**src/hdl/bus_pkg.sv**
```systemverilog
// ############################
// bus word types, request and response structs
// and the arbiter state encoding shared by the
// hosts, the fabric and the targets
// ############################
package bus_pkg;

	// byte address as seen by every host
	typedef logic [31:0] addr_t;

	// one bus word
	typedef logic [31:0] data_t;

	// request from a host, forwarded unchanged by the arbiter
	// rd and we are single-cycle strobes
	typedef struct packed {
		addr_t addr;
		data_t wdata;
		logic we;
		logic rd;
	} bus_req_t;

	// response from a target, ready is a one-cycle pulse
	typedef struct packed {
		data_t rdata;
		logic ready;
	} bus_rsp_t;

	// grant holder of the two-host arbiter
	typedef enum logic [1:0] {
		ARB_IDLE = 2'd0,
		ARB_HOST0 = 2'd1,
		ARB_HOST1 = 2'd2
	} arb_state_t;

endpackage

```
**src/hdl/mmap_pkg.sv**
```systemverilog
// ############################
// memory map of the fabric
// region and page codes, GPIO register offsets,
// GPIO widths and the unmapped read pattern
// ############################
package mmap_pkg;

	// top nibble of the byte address
	typedef logic [3:0] region_t;

	localparam region_t REGION_MAIN = 4'h2;
	localparam region_t REGION_MMIO = 4'h9;

	// address bits 27:24 inside MMIO
	typedef logic [3:0] page_t;

	localparam page_t PAGE_SCRATCH = 4'h0;
	localparam page_t PAGE_GPIO = 4'h1;

	// word offsets inside the GPIO page
	localparam logic [1:0] GPIO_LED_WORD = 2'd0;
	localparam logic [1:0] GPIO_IN_WORD = 2'd1;

	// returned for any address nobody decodes
	localparam logic [31:0] UNMAPPED_DATA = 32'hdead_beef;

	// board I/O widths
	localparam int LED_W = 4;
	localparam int SW_W = 2;
	localparam int BTN_W = 2;

endpackage

```
**src/hdl/gpio_regs.sv**
```systemverilog
// ############################
// GPIO registers
// LED output register and a read-only input word
// with switches above buttons, both inputs pass
// a two-flop synchroniser
// ############################
`timescale 1ns/1ps

module gpio_regs (
	input logic clk_mem,
	input logic rst,

	input bus_pkg::bus_req_t cmd,
	output bus_pkg::bus_rsp_t rsp,

	input logic [mmap_pkg::SW_W-1:0] sw,
	input logic [mmap_pkg::BTN_W-1:0] btn,
	output logic [mmap_pkg::LED_W-1:0] led
);
	import bus_pkg::*;
	import mmap_pkg::*;

	logic [SW_W+BTN_W-1:0] in_meta;
	logic [SW_W+BTN_W-1:0] in_sync;
	logic [1:0] word;
	data_t rdata_q;
	logic ready_q;

	assign word = cmd.addr[3:2];

	// asynchronous board inputs
	always_ff @(posedge clk_mem) begin
		in_meta <= {sw, btn};
		in_sync <= in_meta;
	end

	always_ff @(posedge clk_mem) begin
		if (rst)
			led <= '0;
		else if (cmd.we && word == GPIO_LED_WORD)
			led <= cmd.wdata[LED_W-1:0];
	end

	always_ff @(posedge clk_mem) begin
		if (cmd.rd) begin
			case (word)
				GPIO_LED_WORD: rdata_q <= data_t'(led);
				GPIO_IN_WORD: rdata_q <= data_t'(in_sync);
				default: rdata_q <= '0;
			endcase
		end
	end

	// every strobe is answered, unknown offsets too
	always_ff @(posedge clk_mem) begin
		if (rst)
			ready_q <= 1'b0;
		else
			ready_q <= cmd.rd | cmd.we;
	end

	assign rsp = '{rdata: rdata_q, ready: ready_q};

endmodule

```
**config.mk**
```make
export PLATFORM = sky130hd
export DESIGN_NAME = gpio_regs
export DESIGN_NICKNAME = d
export VERILOG_FILES = /design/src/hdl/bus_pkg.sv /design/src/hdl/mmap_pkg.sv /design/src/hdl/gpio_regs.sv
export SDC_FILE = /design/constraint.sdc
export NUM_CORES = 1
export LEC_CHECK = 0
export BUFFER_PORTS_ARGS = -buffer_cell sky130_fd_sc_hd__buf_2
export CAP_MARGIN = 20
export CORE_UTILIZATION = 32
export DETAILED_ROUTE_END_ITERATION = 8
export PLACE_DENSITY = 0.84
export REMOVE_ABC_BUFFERS = 1
export SLEW_MARGIN = 30
export SYNTH_ARGS = -nofsm -noshare
export SYNTH_HDL_FRONTEND = slang
export SYNTH_SLANG_ARGS = --single-unit
```
**constraint.sdc**
```tcl
create_clock -name clk_mem -period 1.5 [get_ports clk_mem]
set_clock_uncertainty 0.05 [all_clocks]
set_input_delay 0.075 -clock clk_mem [delete_from_list [all_inputs] [get_ports clk_mem]]
set_output_delay 0.075 -clock clk_mem [all_outputs]
set_load 0.01 [all_outputs]
```
==> metrics.md <==
| Metric | Value |
|---|---|
| Largest area contributor in the netlist | dfxtp_1 |
| Top-count cell post-synth | buf_4 |
| Initial Utilization | 0.348 |
| Routed WL | 1050 um |
| Number of buffers added on ports | 22 |
| Final hold vios | 0 |
| Final #Nets | 176 |
| RSZ-0062 raised after global routing | no |
| Storage cell area | between 300 and 400 um2 |
| Min Clock Period, post-route | roughly 1300 ps |
| Avg WL per Cell | 7.98 um |
| Share of cells above drive strength 1 | 0.262 |
| Synth top area cells | dfxtp_1 (33%), buf_4 (28%), edfxtp_1 (15%) |
| Die Ht | 51.5 um |
| Multi-input logic area | 277 um2 |
| Maxcap violations | 0 |
| Synth cell types | 9 |
| Die area | between 2000 and 3000 um2 |
| Flop pwr share | 0.594 |
| Syn Inst Count | 71 |
| Seq/Total Area, Yosys | 0.485 |
| Main synth FF type | dfxtp_1 |
| CP Class | in2reg |
| TNS Setup | 0 ps |
| H-tree Lvls | 1 |
| Layout area overhead | 17.2% |
| Startpoint Class | primary input |
| Crit path max fanout | 2 |
| # DRC | 0 |
| Async SR Flop Fraction | 0 |
| GRT overflow | 0 |
| Final Cycle Share | 0.866 |
| Drt first pass iters | 4 |
| Hold Slack | 6.12 ps |
| # rows | 17 |
| Setup Fix Bufs, Post-CTS | 0 |
| Avg Synthesized Cell Area | around 11 um2 |
| Clock sinks | 17 |
| Fillers | about 240 |
| Psw | 0.199 mW |
| Cts bufs inserted | 3 |
| Dpl cells | 118 |
| Setup crit end kind | flop |
| Root Driver | clkbuf_4 |
| Pleak | 0.458 nW |
| Core area | 2250 um2 |
| Vias in the first global route | 417 |
| Worst endpoint data arrival time | between 1000 and 1500 ps |
| Power per cell area | about 900 nW/um2 |
| Initial antenna violation count | 0 |
| First DRT Iteration DRCs | 3 |
| GRT Total Usage | 0.0906 |
| Die width | 51.5 um |
| CTS Buffer Depth | 2 |
| GPL Wtd Cong | 0.691 |
| Logic pwr share | 0.140 |
| Status | finished clean |
| Non-Filler Instances | 131 |
| Top cell types by occurrence after synthesis | buf_4 (29), dfxtp_1 (13), mux2i_1 (8), nand2b_1 (8), nor2_1 (6) |
| CTS tree | built |
| Maximum clock frequency | 770 MHz |
| Clk_lat worst skew | 280 ps |
| Setup violations, final | 0 |
| Via density | about 3.7 |
| FF-to-FF End | rdata_q[3]$_DFFE_PP_ |
| Via count | between 400 and 500 |
| IR Drop Worst-Case VDD | 0.000832 V |
| R2R depth | 2 |
| #FFs+latches synth | 17 |
| Post-route ant nets | 0 |
| Clock power share | 0.266 |
| IO Count | ~110 |
| Slew Limit Fails | 0 |
| Worst endpoint required time | around 1600 ps |
| Net Sw Frac | 0.236 |
| First-pass GRT wire length | 1690 um |
| Worst r2r src | led[3]$_SDFFE_PP0P_ |
| Post-synthesis cell area | 785 um2 |
| Pint | 0.642 mW |
| Reg clk slew, reported paths | ~80 ps |
| Post-synth EDFFs | 4 |
| Top cell type's share of synthesized area | 0.332 |
| CP Capture Point | ready_q$_SDFF_PP0_ |
| Ant diodes | 0 |
| Setup crit start | cmd[1] |
| Warnings, synthesis | 0 |
| Reg2Reg Setup Slack | 650 ps |
| Hold Path Class | in2reg |
| Largest net degree at the start of global routing | 11 |
-- per-stage QoR --
step	power, mW	utilization	instance area, um2	setup slack (ps)
2_1_floorplan	0.569	-	657	708
3_3_place_gp	0.606	0.356	802	606
3_5_place_dp	0.610	0.356	802	600
4_1_cts	0.857	0.408	920	211
5_1_grt	0.887	0.408	920	177
6_report	0.841	0.408	920	201
-- per-layer routing --
layer | vias to the layer above | track usage | share of wire
met3 | 2 | 0.0439 | 0.15
met5 | - | 0 | 0
met4 | 0 | 0.0270 | 0.0077
met2 | 46 | 0.160 | 0.46
met1 | 196 | 0.0939 | 0.38
li1 | 237 | - | -
-- flip-flops by register name, summed over array words and instances (netlist names) --
name / cells
in_sync: 4
rdata_q: 4
in_meta: 4
led: 4
ready_q: 1
-- cell type report --
cell class	instances	area share
tap	28	0.0381
clock buffer	3	0.0245
sequential	17	0.414
clock inverter	1	0.00544
timing repair buffer	31	0.218
multi-input combinational	51	0.301
-- power by group through the flow --
| stage | sequential [mW] | clock [mW] | combinational (mW) |
|---|---|---|---|
| 2_1_floorplan | 0.516 | 0 | 0.0530 |
| 3_3_place_gp | 0.509 | 0 | 0.0973 |
| 3_5_place_dp | 0.510 | 0 | 0.0995 |
| 4_1_cts | 0.500 | 0.239 | 0.118 |
| 5_1_grt | 0.502 | 0.253 | 0.132 |
| 6_report | 0.499 | 0.224 | 0.118 |
-- worst min-delay path by stage --
stage,startpoint,end,depth (start not counted)
finish,cmd[2],led[0]$_SDFFE_PP0P_,3
global route,cmd[2],led[0]$_SDFFE_PP0P_,3
CTS,cmd[2],led[0]$_SDFFE_PP0P_,3
detailed placement,btn[0],in_meta[0]$_DFF_P_,1
global placement,sw[1],in_meta[3]$_DFF_P_,1
floorplan,btn[0],in_meta[0]$_DFF_P_,0
-- placed cells by master, fill, tap and decap left out --
master	netlist	final
conb_1	1	28
buf_2	0	22
dfxtp_1	13	13
dlygate4sd3_1	0	9
mux2i_1	8	8
nand2b_1	8	8
nor2_1	6	6
edfxtp_1	4	4
clkbuf_4	0	3
nor3b_4	1	1
clkinv_2	0	1
-- worst max-delay path, cell delays in order --
cell	delay, ps
dlygate4sd3_1	530
buf_2	130
nor2_1	90
nor2_1	40
dlygate4sd3_1	550
-- kinds of logic after synthesis --
logic type | Yosys count | synth area share
other | 1 | 0.00478
multiplexers | 8 | 0.102
AND/OR/NAND/NOR | 15 | 0.116
flip-flops | 17 | 0.485
buffers and inverters | 30 | 0.292
-- what timing repair did --
item | CTS | global route
endpoints found under the setup margin | 0 | 0
resized for setup | 0 | 0
hold buffers | 9 | 0
endpoints found under the hold margin | 8 | 0
Note: power is estimated with default switching activity, not from simulation.
