File: src/hdl/bus_pkg.sv
// ############################
// bus word types, request and response structs
// and the arbiter state encoding shared by the
// hosts, the fabric and the targets
// ############################
package bus_pkg;

	// byte address as seen by every host
	typedef logic [31:0] addr_t;

	// one bus word
	typedef logic [31:0] data_t;

	// request from a host, forwarded unchanged by the arbiter
	// rd and we are single-cycle strobes
	typedef struct packed {
		addr_t addr;
		data_t wdata;
		logic we;
		logic rd;
	} bus_req_t;

	// response from a target, ready is a one-cycle pulse
	typedef struct packed {
		data_t rdata;
		logic ready;
	} bus_rsp_t;

	// grant holder of the two-host arbiter
	typedef enum logic [1:0] {
		ARB_IDLE = 2'd0,
		ARB_HOST0 = 2'd1,
		ARB_HOST1 = 2'd2
	} arb_state_t;

endpackage

File: src/hdl/bus_arbiter.sv
// ############################
// two-host bus arbiter
// fixed priority from idle, host 0 wins a tie,
// the grant is held until the owner drops req
// ############################
`timescale 1ns/1ps

module bus_arbiter (
	input logic clk_mem,
	input logic rst,

	input logic host0_req,
	output logic host0_gnt,
	input bus_pkg::bus_req_t host0_cmd,
	output bus_pkg::bus_rsp_t host0_rsp,

	input logic host1_req,
	output logic host1_gnt,
	input bus_pkg::bus_req_t host1_cmd,
	output bus_pkg::bus_rsp_t host1_rsp,

	output bus_pkg::bus_req_t bus_cmd,
	input bus_pkg::bus_rsp_t bus_rsp
);
	import bus_pkg::*;

	arb_state_t state;
	arb_state_t state_next;

	// release always passes through idle for one cycle
	always_comb begin
		state_next = state;
		case (state)
			ARB_IDLE: begin
				if (host0_req)
					state_next = ARB_HOST0;
				else if (host1_req)
					state_next = ARB_HOST1;
			end
			ARB_HOST0: begin
				if (!host0_req)
					state_next = ARB_IDLE;
			end
			ARB_HOST1: begin
				if (!host1_req)
					state_next = ARB_IDLE;
			end
			default: state_next = ARB_IDLE;
		endcase
	end

	always_ff @(posedge clk_mem) begin
		if (rst)
			state <= ARB_IDLE;
		else
			state <= state_next;
	end

	assign host0_gnt = (state == ARB_HOST0);
	assign host1_gnt = (state == ARB_HOST1);

	// forward the owner, an idle bus carries zeros
	always_comb begin
		bus_cmd = '0;
		host0_rsp = '0;
		host1_rsp = '0;
		case (state)
			ARB_HOST0: begin
				bus_cmd = host0_cmd;
				host0_rsp = bus_rsp;
			end
			ARB_HOST1: begin
				bus_cmd = host1_cmd;
				host1_rsp = bus_rsp;
			end
			default: bus_cmd = '0;
		endcase
	end

	a_gnt_exclusive: assert property (@(posedge clk_mem) disable iff (rst)
		!(host0_gnt && host1_gnt))
		else $error("arbiter: both hosts granted");

	// a host strobes only while it owns the bus
	a_strobe_granted: assert property (@(posedge clk_mem) disable iff (rst)
		((host0_cmd.rd || host0_cmd.we) |-> host0_gnt) and
		((host1_cmd.rd || host1_cmd.we) |-> host1_gnt))
		else $error("arbiter: strobe from a host without grant");

endmodule

File: config.mk
export PLATFORM = sky130hd
export DESIGN_NAME = bus_arbiter
export DESIGN_NICKNAME = d
export VERILOG_FILES = /design/src/hdl/bus_pkg.sv /design/src/hdl/bus_arbiter.sv
export SDC_FILE = /design/constraint.sdc
export NUM_CORES = 1
export LEC_CHECK = 0
export ABC_AREA = 0
export BUFFER_PORTS_ARGS = -buffer_cell sky130_fd_sc_hd__buf_4
export CORE_AREA = 2 2 117 119
export DETAILED_ROUTE_END_ITERATION = 12
export DIE_AREA = 0 0 119 121
export HOLD_SLACK_MARGIN = 0.02
export PLACE_DENSITY = 0.5
export SYNTH_ARGS = -nofsm -noshare
export SYNTH_HDL_FRONTEND = slang
export SYNTH_SLANG_ARGS = --single-unit
File: constraint.sdc
create_clock -name clk_mem -period 3.45 [get_ports clk_mem]
set_clock_uncertainty 0.05 [all_clocks]
set_input_delay 0.69 -clock clk_mem [delete_from_list [all_inputs] [get_ports clk_mem]]
set_output_delay 0.69 -clock clk_mem [all_outputs]
set_load 0.05 [all_outputs]
==> run_summary.xml <==
<?xml version="1.0" encoding="UTF-8"?>
<metrics>
  <group name="sta">
    <metric name="layout_min_cycle_time" unit="ps">2690</metric>
    <metric name="finalHoldViolations" unit="">0</metric>
    <metric name="achievable-frequency" unit="MHz">372</metric>
    <metric name="final.period_utilization" unit="%">78.0</metric>
    <metric name="tightest_slew" unit="ps">524</metric>
    <metric name="grt_setup_unrepaired" unit="">false</metric>
    <metric name="setup_slack" unit="ps">760</metric>
    <metric name="finalMaxSlewViolations" unit="">0</metric>
    <metric name="timing.final.setup_violations" unit="">0</metric>
    <metric name="tns" unit="ps">0</metric>
    <metric name="max_slew_margin" unit="%">65.0</metric>
  </group>
  <group name="setup_path">
    <metric name="worstSetupEndpointType" unit="">output pin</metric>
    <metric name="cp_slowest_cell" unit="">sky130_fd_sc_hd__ha_4</metric>
    <metric name="cp.arrival" unit="ps">1950</metric>
    <metric name="cp.required" unit="ps">2710</metric>
    <metric name="cpPeakStageDelay" unit="ps">450</metric>
    <metric name="setup.worst_path.class" unit="">register to output pin</metric>
    <metric name="setup.worst_path.start_class" unit="">register</metric>
    <metric name="cells_along_the_critical_path" unit="">inv_1, ha_4, buf_12, a22oi_1, nor2b_1, buf_4</metric>
    <metric name="crit_fanout" unit="">55</metric>
  </group>
  <group name="grt">
    <metric name="total_congestion_overflow" unit="">0</metric>
    <metric name="grt_max_degree" unit="">67</metric>
    <metric name="grt_use_total" unit="%">12.2</metric>
    <metric name="first_global_vias" unit="">2679</metric>
    <metric name="grtUsageMet2" unit="%">24.0</metric>
    <metric name="groute.layer.met1.usage" unit="%">13.4</metric>
    <metric name="global_route_wire_length_before_repair" unit="um">14400</metric>
    <metric name="globalRouteMet3Util" unit="%">2.49</metric>
    <metric name="grt_antenna_before_repair" unit="">0</metric>
    <metric name="grt-busiest-layer" unit="">met2</metric>
  </group>
  <group name="floorplanning">
    <metric name="horizontal_die_dimension" unit="um">119</metric>
    <metric name="fp.dieArea" unit="sq um">14400</metric>
    <metric name="io-pin-count" unit="">303</metric>
    <metric name="count_of_standard_cell_rows" unit="">42</metric>
    <metric name="fp.coreArea" unit="sq um">13100</metric>
    <metric name="floorplan.initialDensity" unit="%">12.4</metric>
    <metric name="die_y" unit="um">121</metric>
  </group>
  <group name="cells_and_area">
    <metric name="largest_register_ff_count" unit="">2</metric>
    <metric name="n_fill_cell" unit="">1424</metric>
    <metric name="finish.net_count" unit="">698</metric>
    <metric name="largest-register" unit="">state</metric>
    <metric name="layout.core_utilization" unit="%">31.5</metric>
    <metric name="area_delta_synth_final" unit="%">154</metric>
    <metric name="layout_top_registers" unit="">state (2)</metric>
    <metric name="antenna_cells" unit="">0</metric>
    <metric name="post_route_cells_drive_above_1_share" unit="%">59.8</metric>
  </group>
  <group name="cts">
    <metric name="clock_tree.htree_level_count" unit="">1</metric>
    <metric name="cts_tree" unit="">done</metric>
    <metric name="number_of_buffers_inserted_to_repair_setup_after_cts" unit="">0</metric>
    <metric name="clk_latency" unit="ps">220</metric>
    <metric name="number_of_buffers_inserted_by_hold_repair_at_cts" unit="">0</metric>
    <metric name="post_cts_resize_count" unit="">0</metric>
    <metric name="cts-buffers-inserted" unit="">3</metric>
    <metric name="clk_transition_reported_paths" unit="ps">30</metric>
    <metric name="clock-sinks" unit="">2</metric>
    <metric name="root_buffer" unit="">sky130_fd_sc_hd__clkbuf_16</metric>
    <metric name="cts.path.max_buffers" unit="">2</metric>
  </group>
  <group name="detailed_routing">
    <metric name="drt-vias-per-instance" unit="">4.03</metric>
    <metric name="drt-wirelength-per-cell" unit="um">14.3</metric>
    <metric name="post-route-drc-count" unit="">0</metric>
    <metric name="detail_route.wirelength" unit="um">10000</metric>
    <metric name="drt_iter0_markers" unit="">97</metric>
    <metric name="antenna_violating_nets_post_route" unit="">0</metric>
    <metric name="detailroute.via_count" unit="">2814</metric>
    <metric name="detailedRoute.firstPassIterationCount" unit="">6</metric>
  </group>
  <group name="worst_hold_path">
    <metric name="min-delay-path-class" unit="">register to register</metric>
  </group>
  <group name="placed_design">
    <metric name="pre_cts_slack" unit="ps">962</metric>
    <metric name="post-dp-hpwl" unit="um">8180</metric>
    <metric name="gp_congestion" unit="">0.850</metric>
    <metric name="numPortBuffers" unit="">302</metric>
  </group>
  <group name="synthesis">
    <metric name="synthesis.instances" unit="">242</metric>
    <metric name="yosys_warnings" unit="">0</metric>
    <metric name="seq_area_frac_synth" unit="%">2.46</metric>
    <metric name="postSynthRegisterBits" unit="">2</metric>
    <metric name="synthesis.area_per_instance" unit="sq um">6.72</metric>
    <metric name="synth.net_count" unit="">415</metric>
    <metric name="synth.cell_area" unit="sq um">1630</metric>
    <metric name="post_synth_num_cell_types" unit="">17</metric>
  </group>
  <group name="power_and_ir_drop">
    <metric name="finalPower" unit="mW">1.08</metric>
    <metric name="worst_ir_drop_vdd" unit="uV">249</metric>
    <metric name="p_leak" unit="nW">2.03</metric>
    <metric name="power.density" unit="nW/um^2">262</metric>
  </group>
  <group name="run_status">
    <metric name="run_status" unit="">complete, no violations</metric>
  </group>
  <group name="run">
    <metric name="cap_violations" unit="">0</metric>
  </group>
</metrics>
-- where the power goes --
group	internal [mW]	switching (mW)
Sequential	0.0258	0.00253
Clock	0.147	0.0244
Combinational	0.352	0.527
-- per-stage QoR --
| stage | hold WS [ps] | std cells | area [sq um] |
|---|---|---|---|
| after CTS | 543 | 699 | 4120 |
| after global routing | 595 | 699 | 4120 |
| after detailed placement | 539 | 696 | 4050 |
| after floorplan | 499 | 242 | 1630 |
| after global placement | 522 | 696 | 4050 |
| final | 536 | 699 | 4120 |
-- cells in the final DEF, fill, tap and decap left out --
cell type | Yosys | final
sky130_fd_sc_hd__a211oi_2 | 1 | 1
sky130_fd_sc_hd__a21o_1 | 1 | 1
sky130_fd_sc_hd__a21oi_1 | 2 | 2
sky130_fd_sc_hd__a22oi_1 | 66 | 66
sky130_fd_sc_hd__a22oi_4 | 1 | 1
sky130_fd_sc_hd__and2_1 | 66 | 66
sky130_fd_sc_hd__buf_12 | 0 | 2
sky130_fd_sc_hd__buf_4 | 2 | 304
sky130_fd_sc_hd__clkbuf_16 | 0 | 3
sky130_fd_sc_hd__dfxtp_1 | 2 | 2
sky130_fd_sc_hd__ha_1 | 4 | 2
sky130_fd_sc_hd__ha_2 | 0 | 1
sky130_fd_sc_hd__ha_4 | 0 | 1
sky130_fd_sc_hd__inv_1 | 2 | 2
sky130_fd_sc_hd__nand2b_1 | 2 | 2
sky130_fd_sc_hd__nand3_1 | 1 | 1
sky130_fd_sc_hd__nor2b_1 | 66 | 66
-- path summary, 6_finish.rpt --
check	startpoint	to	slack (ps)	cells after the start
worst max-delay path	state[1]	bus_cmd[33]	760	6
worst min-delay path	state[1]	state[1]	540	2
worst max register to register	state[1]	state[1]	1950	5
worst min register to register	state[1]	state[1]	540	2
-- logic make-up (layout without fill, tap and decap cells) --
logic type,count (synthesis),after routing,synth area share [%]
adder cells (fa/ha/maj),4,4,3.08
flip-flops,2,2,2.46
buffers and inverters,30,311,8.93
AND/OR/NAND/NOR,135,135,51.9
AO/OA/AOI/OAI,71,71,33.6
-- layer usage --
layer	up-vias	part of all wire [%]
met1	1257	37
met3	16	6.5
met5	-	0
li1	1399	-
met2	142	54
met4	0	2.0
-- worst max-delay path: cells and delay by family, from the launching register on --
family / cells / cell delay (ps)
fa+ha+maj: 1 / 450
buf+inv: 3 / 640
flops: 1 / 330
compound gates: 1 / 150
simple gates: 1 / 140
-- cell usage after synthesis, drive strengths merged --
cell	instances	area share, %
nand3	1	0.31
nand2b	2	0.77
dfxtp	2	2.5
nor2b	66	25
a22oi	67	32
and2	66	25
a21o	1	0.46
clkbuf	13	3.2
a21oi	2	0.62
buf	15	5.3
a211oi	1	0.77
inv	2	0.46
ha	4	3.1
-- area by class of cell --
class | instances | area (sq um) | share of cell area, %
flip-flops and latches | 2 | 40.0 | 0.972
inverters | 2 | 7.51 | 0.182
multi-input cells | 210 | 1460 | 35.3
clock buffers | 3 | 75.1 | 1.82
well taps | 176 | 220 | 5.34
repair buffers | 306 | 2320 | 56.4
No activity file was read; power rests on OpenSTA's default activity.
