<file path="src/hdl/bus_pkg.sv">
// ############################
// bus word types, request and response structs
// and the arbiter state encoding shared by the
// hosts, the fabric and the targets
// ############################
package bus_pkg;

	// byte address as seen by every host
	typedef logic [31:0] addr_t;

	// one bus word
	typedef logic [31:0] data_t;

	// request from a host, forwarded unchanged by the arbiter
	// rd and we are single-cycle strobes
	typedef struct packed {
		addr_t addr;
		data_t wdata;
		logic we;
		logic rd;
	} bus_req_t;

	// response from a target, ready is a one-cycle pulse
	typedef struct packed {
		data_t rdata;
		logic ready;
	} bus_rsp_t;

	// grant holder of the two-host arbiter
	typedef enum logic [1:0] {
		ARB_IDLE = 2'd0,
		ARB_HOST0 = 2'd1,
		ARB_HOST1 = 2'd2
	} arb_state_t;

endpackage

</file>
<file path="src/hdl/mmap_pkg.sv">
// ############################
// memory map of the fabric
// region and page codes, GPIO register offsets,
// GPIO widths and the unmapped read pattern
// ############################
package mmap_pkg;

	// top nibble of the byte address
	typedef logic [3:0] region_t;

	localparam region_t REGION_MAIN = 4'h2;
	localparam region_t REGION_MMIO = 4'h9;

	// address bits 27:24 inside MMIO
	typedef logic [3:0] page_t;

	localparam page_t PAGE_SCRATCH = 4'h0;
	localparam page_t PAGE_GPIO = 4'h1;

	// word offsets inside the GPIO page
	localparam logic [1:0] GPIO_LED_WORD = 2'd0;
	localparam logic [1:0] GPIO_IN_WORD = 2'd1;

	// returned for any address nobody decodes
	localparam logic [31:0] UNMAPPED_DATA = 32'hdead_beef;

	// board I/O widths
	localparam int LED_W = 4;
	localparam int SW_W = 2;
	localparam int BTN_W = 2;

endpackage

</file>
<file path="src/hdl/addr_decoder.sv">
// ############################
// two-level address decoder
// region picks main memory or MMIO, the MMIO page
// picks scratch RAM or GPIO, anything else gets
// the unmapped pattern one cycle later
// ############################
`timescale 1ns/1ps

module addr_decoder (
	input logic clk_mem,
	input logic rst,

	input bus_pkg::bus_req_t bus_cmd,
	output bus_pkg::bus_rsp_t bus_rsp,

	output bus_pkg::bus_req_t main_cmd,
	input bus_pkg::bus_rsp_t main_rsp,

	output bus_pkg::bus_req_t scratch_cmd,
	input bus_pkg::bus_rsp_t scratch_rsp,

	output bus_pkg::bus_req_t gpio_cmd,
	input bus_pkg::bus_rsp_t gpio_rsp
);
	import bus_pkg::*;
	import mmap_pkg::*;

	region_t region;
	page_t page;
	logic sel_main;
	logic sel_scratch;
	logic sel_gpio;
	logic sel_none;
	logic unm_ready;

	assign region = bus_cmd.addr[31:28];
	assign page = bus_cmd.addr[27:24];

	assign sel_main = (region == REGION_MAIN);
	assign sel_scratch = (region == REGION_MMIO) && (page == PAGE_SCRATCH);
	assign sel_gpio = (region == REGION_MMIO) && (page == PAGE_GPIO);
	assign sel_none = !(sel_main || sel_scratch || sel_gpio);

	// address and data fan out, only strobes are steered
	always_comb begin
		main_cmd = bus_cmd;
		main_cmd.rd = bus_cmd.rd & sel_main;
		main_cmd.we = bus_cmd.we & sel_main;
		scratch_cmd = bus_cmd;
		scratch_cmd.rd = bus_cmd.rd & sel_scratch;
		scratch_cmd.we = bus_cmd.we & sel_scratch;
		gpio_cmd = bus_cmd;
		gpio_cmd.rd = bus_cmd.rd & sel_gpio;
		gpio_cmd.we = bus_cmd.we & sel_gpio;
	end

	// unmapped responder, writes are dropped
	always_ff @(posedge clk_mem) begin
		if (rst)
			unm_ready <= 1'b0;
		else
			unm_ready <= sel_none && (bus_cmd.rd || bus_cmd.we);
	end

	always_comb begin
		bus_rsp.ready = main_rsp.ready | scratch_rsp.ready | gpio_rsp.ready | unm_ready;
		if (main_rsp.ready)
			bus_rsp.rdata = main_rsp.rdata;
		else if (scratch_rsp.ready)
			bus_rsp.rdata = scratch_rsp.rdata;
		else if (gpio_rsp.ready)
			bus_rsp.rdata = gpio_rsp.rdata;
		else if (unm_ready)
			bus_rsp.rdata = UNMAPPED_DATA;
		else
			bus_rsp.rdata = '0;
	end

	a_one_ready: assert property (@(posedge clk_mem) disable iff (rst)
		$onehot0({main_rsp.ready, scratch_rsp.ready, gpio_rsp.ready, unm_ready}))
		else $error("decoder: more than one target answered");

endmodule

</file>
<file path="config.mk">
export PLATFORM = sky130hd
export DESIGN_NAME = addr_decoder
export DESIGN_NICKNAME = d
export VERILOG_FILES = /design/src/hdl/bus_pkg.sv /design/src/hdl/mmap_pkg.sv /design/src/hdl/addr_decoder.sv
export SDC_FILE = /design/constraint.sdc
export NUM_CORES = 1
export LEC_CHECK = 0
export ABC_AREA = 1
export BUFFER_PORTS_ARGS = -buffer_cell sky130_fd_sc_hd__buf_2
export CAP_MARGIN = 10
export CORE_AREA = 2 2 153 155
export CTS_BUF_LIST = sky130_fd_sc_hd__clkbuf_4 sky130_fd_sc_hd__clkbuf_8
export CTS_CLUSTER_SIZE = 28
export DETAILED_ROUTE_END_ITERATION = 6
export DIE_AREA = 0 0 155 157
export PLACE_DENSITY = 0.39
export SLEW_MARGIN = 10
export SYNTH_ARGS = -nofsm -noshare
export SYNTH_HDL_FRONTEND = slang
export SYNTH_SLANG_ARGS = --single-unit
</file>
<file path="constraint.sdc">
create_clock -name clk_mem -period 1.5 [get_ports clk_mem]
set_input_delay 0.45 -clock clk_mem [delete_from_list [all_inputs] [get_ports clk_mem]]
set_output_delay 0.45 -clock clk_mem [all_outputs]
set_load 0.02 [all_outputs]
</file>
==> summary.md, run 1 <==
| Metric | Value |
|---|---|
| Run status | finished with violations |
| Failing checks | negative setup slack |
| IO buf count | ~170 |
| Largest delay share family, worst path | buffers and inverters |
| Seq/Total Area, Yosys | less than 1% |
| Final Power | 1.216 mW |
| Max Fclk | 559.0 MHz |
| CP Capture Type | output pin |
| Nets | around 560 |
| Final setup fails | 38 |
| Register bit count reported by yosys | 1 |
| Syn nets | between 500 and 600 |
| Post-layout min period | between 1.5 and 2 ns |
| Crit path max fanout | 15 |
| Residual DRC | 0 |
| Post-synth top flop | dfxtp_1 |
| Top area cells in the synthesized netlist | buf_4, nand2_1, nor2_1, a21boi_0, o21ai_1 |
| Syn Std Cell Area | around 2400 um2 |
| RSZ-0062 raised after global routing | yes |
| WL final | between 9 and 10 mm |
| Crit path max-delay cell type | buf_12 |
| WS Path Type | primary input to output pin |
| Post-synth cell types | 20 |
| Area Growth Syn to Fin | 53.39% |
| FILL cells | about 2.6k |
| Max Cap Viol | 0 |
| Post-synth top area share | 60.92% |
| Hold_buf cts | 0 |
| Most frequent cells after synthesis | buf_4, nand2_1, nor2_1 |
| Max_slew headroom | about three quarters |
| Slew @ Worst Pin | around 0.35 ns |
| HP Class | primary input to register |
| Gr usage total | 7.094% |
| CP Cell Sequence | buf_12 -> inv_8 -> nor2_4 -> buf_12 -> buf_4 -> a21boi_4 -> o21ai_4 -> buf_6 |
| Cell area after layout | approximately 3600 um2 |
| Buffers & Inverters on Critical Path | 5 |
| Antenna diode count | 0 |
| Cell count after synthesis | 378 |
| Largest family of logic cells by synthesized area | buffers and inverters |
| Most common cell in the netlist | buf_4 |
| Synth warn | 0 |
| Async S/R FF share, synth | 0% |
| Final setup margin | -0.2890 ns |
| Final Util | 16.21% |
| WP data arrival | between 1 and 1.5 ns |
| Grt ovf | 0 |
| Antenna viol nets, final | 0 |
| Area post-placement | roughly 2700 um2 |
| Largest net degree at the start of global routing | 25 |
| CP startpoint kind | primary input |
| Wirelength per Cell | ~15 um |
| Yosys top cell by area | buf_4 |
| Final Hold Fails | 0 |
| RePlAce Congestion | slightly above 0.7 |
| Pins Over Slew Limit | 0 |
| Max reg flops | 1 |
| Hold Slack | between 0.8 and 0.9 ns |
| Post-Synth XOR/XNOR Area | 0% |
| DR iter-0 viols | just under 70 |
| Worst slack, placed | -0.4013 ns |
| Adder-cell share of the synthesized area | 0% |
| Most flops, register | unm_ready |
| Vias per Instance | between 3 and 4 |
| Pwr Density | between 300 and 400 nW/um2 |
| Leakage | 1.759 nW |
| Share of layout cells above drive strength 1 | 80.41% |
| Max incr delay on CP | around 0.15 ns |
| Mux cell area share after synthesis | 0% |
| Die width | about 160 um |
| Simple-gate portion of the synthesized area | between 10% and 20% |
| # IOs | between 300 and 400 |
| EDFF count, synth | 0 |
| Largest registers | unm_ready: 1 flops |
| Core ar. | between 20000 and 25000 um2 |
| Compound-cell area share of the yosys netlist | 13.10% |
| CTS clk-pin slew, worst paths | 0 ns |
| Pre-Repair DR Iteration Count | 4 |
| CP most frequent cell | buf_12 |
| Initial core utilization | 10.57% |
| DP Wirelength | approximately 7.4 mm |
| Worst ir drop on vdd | 94.85 uV |
| Die Y | around 160 um |
| Vias in the first global route | ~2.2k |
| Syn avg cell area | about 6.3 um2 |
| Initial antenna violation count | 1 |
| Fin crit share | 119.3% |
| Die area | approximately 24000 um2 |
| Detailed-route via count | between 2k and 2.5k |
| CP Data Required Time | roughly 1.1 ns |
| Row cnt | 55 |
| First-pass GRT wire length | between 10 and 15 mm |
cell type report:
cell class	instances	area [um2]	share of cell area (%)
multi-input combinational	158	1493	40.91
tap	285	356.6	9.774
timing repair buffer	212	1702	46.64
sequential	1	20.02	0.5487
inverter	17	77.57	2.126
power breakdown:
part	total, mW	switching [mW]	internal (mW)	leakage [nW]
Combinational	1.19	0.590	0.596	1.75
Sequential	0.0300	0.000836	0.0292	0.00840
Clock	0	0	0	0
Total	1.22	0.591	0.625	1.76
per-layer routing:
layer  up-vias  wire (um)  part of all wire [%]  global-route usage, %
met3        64       1375                    14                  3.001
met5         -         13                  0.13                      0
li1       1014          -                     -                      -
met4         2        592                   6.0                  4.012
met1       963       3173                    32                  7.392
met2       207       4700                    48                  12.06
final timing paths:
kind,cells after the start,startpoint,slack (ns),to
hold / removal,5,rst,0.87,unm_ready
setup / recovery,8,scratch_rsp[0],-0.29,bus_rsp[31]
cell usage in the layout, fill, tap and decap left out, types with 2 or more instances in the layout:
cell,synthesis,routed
a21boi_1,8,3
nand3_2,0,11
nand2_4,0,3
inv_1,15,6
buf_4,193,19
nand2_1,50,36
bufbuf_16,0,2
buf_2,3,127
inv_2,2,8
o21ai_4,0,22
nor2_1,37,27
buf_12,0,10
a21boi_4,0,17
nand2_8,0,2
nand3_4,0,5
nor2_4,2,12
a21boi_2,0,4
buf_6,6,50
buf_16,0,2
nand2_2,1,10
worst min-delay path: stages:
cell and delay, ns:
buf_2 0.09, o21bai_1 0.10, nor2_1 0.08, nand2_1 0.06, nor2_1 0.03
repair_timing:
item,in CTS,in global routing
setup buffers,6,6
gates cloned,6,0
pin swaps,27,30
gates resized for setup,140,66
setup endpoints to repair,39,40
logic make-up (layout without fill, tap and decap cells):
family | count (synthesis) | after routing
buffers and inverters | 220 | 229
AO/OA/AOI/OAI | 49 | 49
flip-flops | 1 | 1
AND/OR/NAND/NOR | 108 | 109
through the flow:
step | setup TNS (ns) | cells
floorplan | -1.348 | 378
global placement | -13.06 | 660
detailed placement | -12.98 | 660
CTS | -9.312 | 670
global route | -9.552 | 673
finish | -8.164 | 673
(Power assumes the default switching activity.)
==> inputs of run 2 (changes only) <==
--- a/config.mk
+++ b/config.mk
@@ -14,6 +14,7 @@
 export DETAILED_ROUTE_END_ITERATION = 6
 export DIE_AREA = 0 0 155 157
 export PLACE_DENSITY = 0.39
+export SETUP_SLACK_MARGIN = 0.3
 export SLEW_MARGIN = 10
 export SYNTH_ARGS = -nofsm -noshare
 export SYNTH_HDL_FRONTEND = slang
==> constraint.sdc (replaced) <==
create_clock -name clk_mem -period 2.2 [get_ports clk_mem]
set_input_delay 0.66 -clock clk_mem [delete_from_list [all_inputs] [get_ports clk_mem]]
set_output_delay 0.66 -clock clk_mem [all_outputs]
set_load 0.02 [all_outputs]
==> summary.md, run 2 (same netlist as run 1, synthesis figures left out) <==
| Metric | Value |
|---|---|
| WL final | 9.822 mm |
| Gr usage total | under 10% |
| WS Path Type | primary input to output pin |
| IO buf count | 173 |
| First-pass GRT wire length | about 13 mm |
| Pins Over Slew Limit | 0 |
| Multi-input logic area | roughly 1400 um2 |
| Crit path max fanout | 5 |
| WP data arrival | about 1.6 ns |
| FILL cells | 2574 |
| Critical path startpoint | scratch_rsp[0] |
| Max reg flops | 1 |
| Gate power share | a little over nine tenths |
| Sequential power share | between 2 and 3% |
| Most flops, register | unm_ready |
| Sw frac | a little under half |
| Worst slack, placed | -0.1395 ns |
| Fin crit share | 101.9% |
| Largest net degree at the start of global routing | 22 |
| Die area | 24340 um2 |
| Pre-Repair DR Iteration Count | 4 |
| Vias per Instance | roughly 3.2 |
| Sum Neg Setup Slack | -0.4015 ns |
| Antenna viol nets, final | 0 |
| HP Class | primary input to register |
| Cell area after layout | 3555 um2 |
| Final setup fails | 18 |
| Share of layout cells above drive strength 1 | 80.36% |
| CTS clk-pin slew, worst paths | 0 ns |
| CP Data Required Time | 1.54 ns |
| Hold Slack | between 1 and 1.5 ns |
| Slew @ Worst Pin | between 0.2 and 0.3 ns |
| CP startpoint kind | primary input |
| Vias in the first global route | between 2k and 2.5k |
| Run status | finished with violations |
| Worst ir drop on vdd | between 60 and 70 uV |
| # IOs | 398 |
| Core ar. | ~23000 um2 |
| Initial core utilization | approximately a tenth |
| Area post-placement | between 2000 and 3000 um2 |
| Row cnt | 55 |
| Max Cap Viol | 0 |
| Grt ovf | 0 |
| Commonest cells after routing, fill and taps aside | buf_2, buf_6, nand2_1 |
| Post-layout min period | 2.241 ns |
| DP Wirelength | between 7 and 8 mm |
| Max Fclk | around 450 MHz |
| Most common cell after layout, fill and taps aside | buf_2 |
| CP Capture Type | output pin |
| Die Y | 157 um |
| RePlAce Congestion | roughly 0.73 |
| Layout Cells excl Fill | slightly below 700 |
| Clock power share | 0% |
| Max_slew headroom | between 80% and 90% |
| DR iter-0 viols | 56 |
| Wirelength per Cell | between 10 and 15 um |
| Final Hold Fails | 0 |
| Total area of sequential cells | 20.02 um2 |
| Internal power | roughly 0.42 mW |
| Nets | 556 |
| Die width | 155 um |
| Largest registers | unm_ready: 1 flops |
| Failing checks | negative setup slack |
| Placed cells | approximately 650 |
| Detailed-route via count | 2187 |
| Pwr Density | about 230 nW/um2 |
| Leakage | between 1.5 and 2 nW |
| Initial antenna violation count | 3 |
| Residual DRC | 0 |
| Final setup margin | -0.04129 ns |
| Critical path destination | bus_rsp[7] |
| RSZ-0062 raised after global routing | yes |
| Sw Pwr | between 0.3 and 0.4 mW |
| Area Growth Syn to Fin | 49.45% |
## run 2: cell count changes in the layout (fill, tap and decap cells not counted), sizes merged
cell / previous run / this run
nor2: 40 / 39
clkbuf: 1 / 2
diode: 0 / 2
bufbuf: 2 / 1
## run 2: what timing repair did
item                       in CTS  in global routing
gates resized for setup       137                 54
cloned                          2                  3
setup buffers                  10                  5
hold buffers                    0                  0
setup endpoints to repair      39                 39
pin swaps                      23                 15
## run 2: worst min-delay path by stage
stage                     cells after the start        start         to
final                                         5  bus_cmd[60]  unm_ready
after global routing                          5  bus_cmd[60]  unm_ready
after CTS                                     5  bus_cmd[59]  unm_ready
after detailed placement                      5  bus_cmd[59]  unm_ready
after global placement                        5  bus_cmd[59]  unm_ready
after floorplan                               3  bus_cmd[58]  unm_ready
## run 2: per-layer routing
layer / GRT usage [%] / part of all wire (%)
met1: 6.583 / 32
met2: 11.87 / 48
met3: 3.524 / 15
met4: 3.131 / 4.7
met5: 0 / 0.12
## run 2: cell type report
cell class,instances,area share (%)
repair buffers,212,48.61
multi-input cells,157,38.26
well taps,285,10.03
inverters,17,2.394
flip-flops and latches,1,0.5632
diodes,2,0.1408
## run 2: critical path: stages
cell and delay (ns):
buf_8 0.10, nor2_4 0.16, nand2_8 0.10, buf_12 0.14, buf_12 0.13, o21ai_4 0.14, buf_6 0.13
## run 2: metrics by stage
step	power, mW	utilization (%)
floorplan	0.8211	-
global placement	0.5955	11.62
detailed placement	0.5942	11.62
CTS	0.7543	14.44
global route	0.8599	15.77
finish	0.8122	15.80
## run 2: power groups by stage
stage | sequential, mW | clock, mW | combinational, mW
6_report | 0.0202 | 0.000000122 | 0.792
5_1_grt | 0.0204 | 0 | 0.839
4_1_cts | 0.0202 | 0 | 0.734
3_5_place_dp | 0.0200 | 0 | 0.574
3_3_place_gp | 0.0201 | 0 | 0.575
2_1_floorplan | 0.0200 | 0 | 0.801
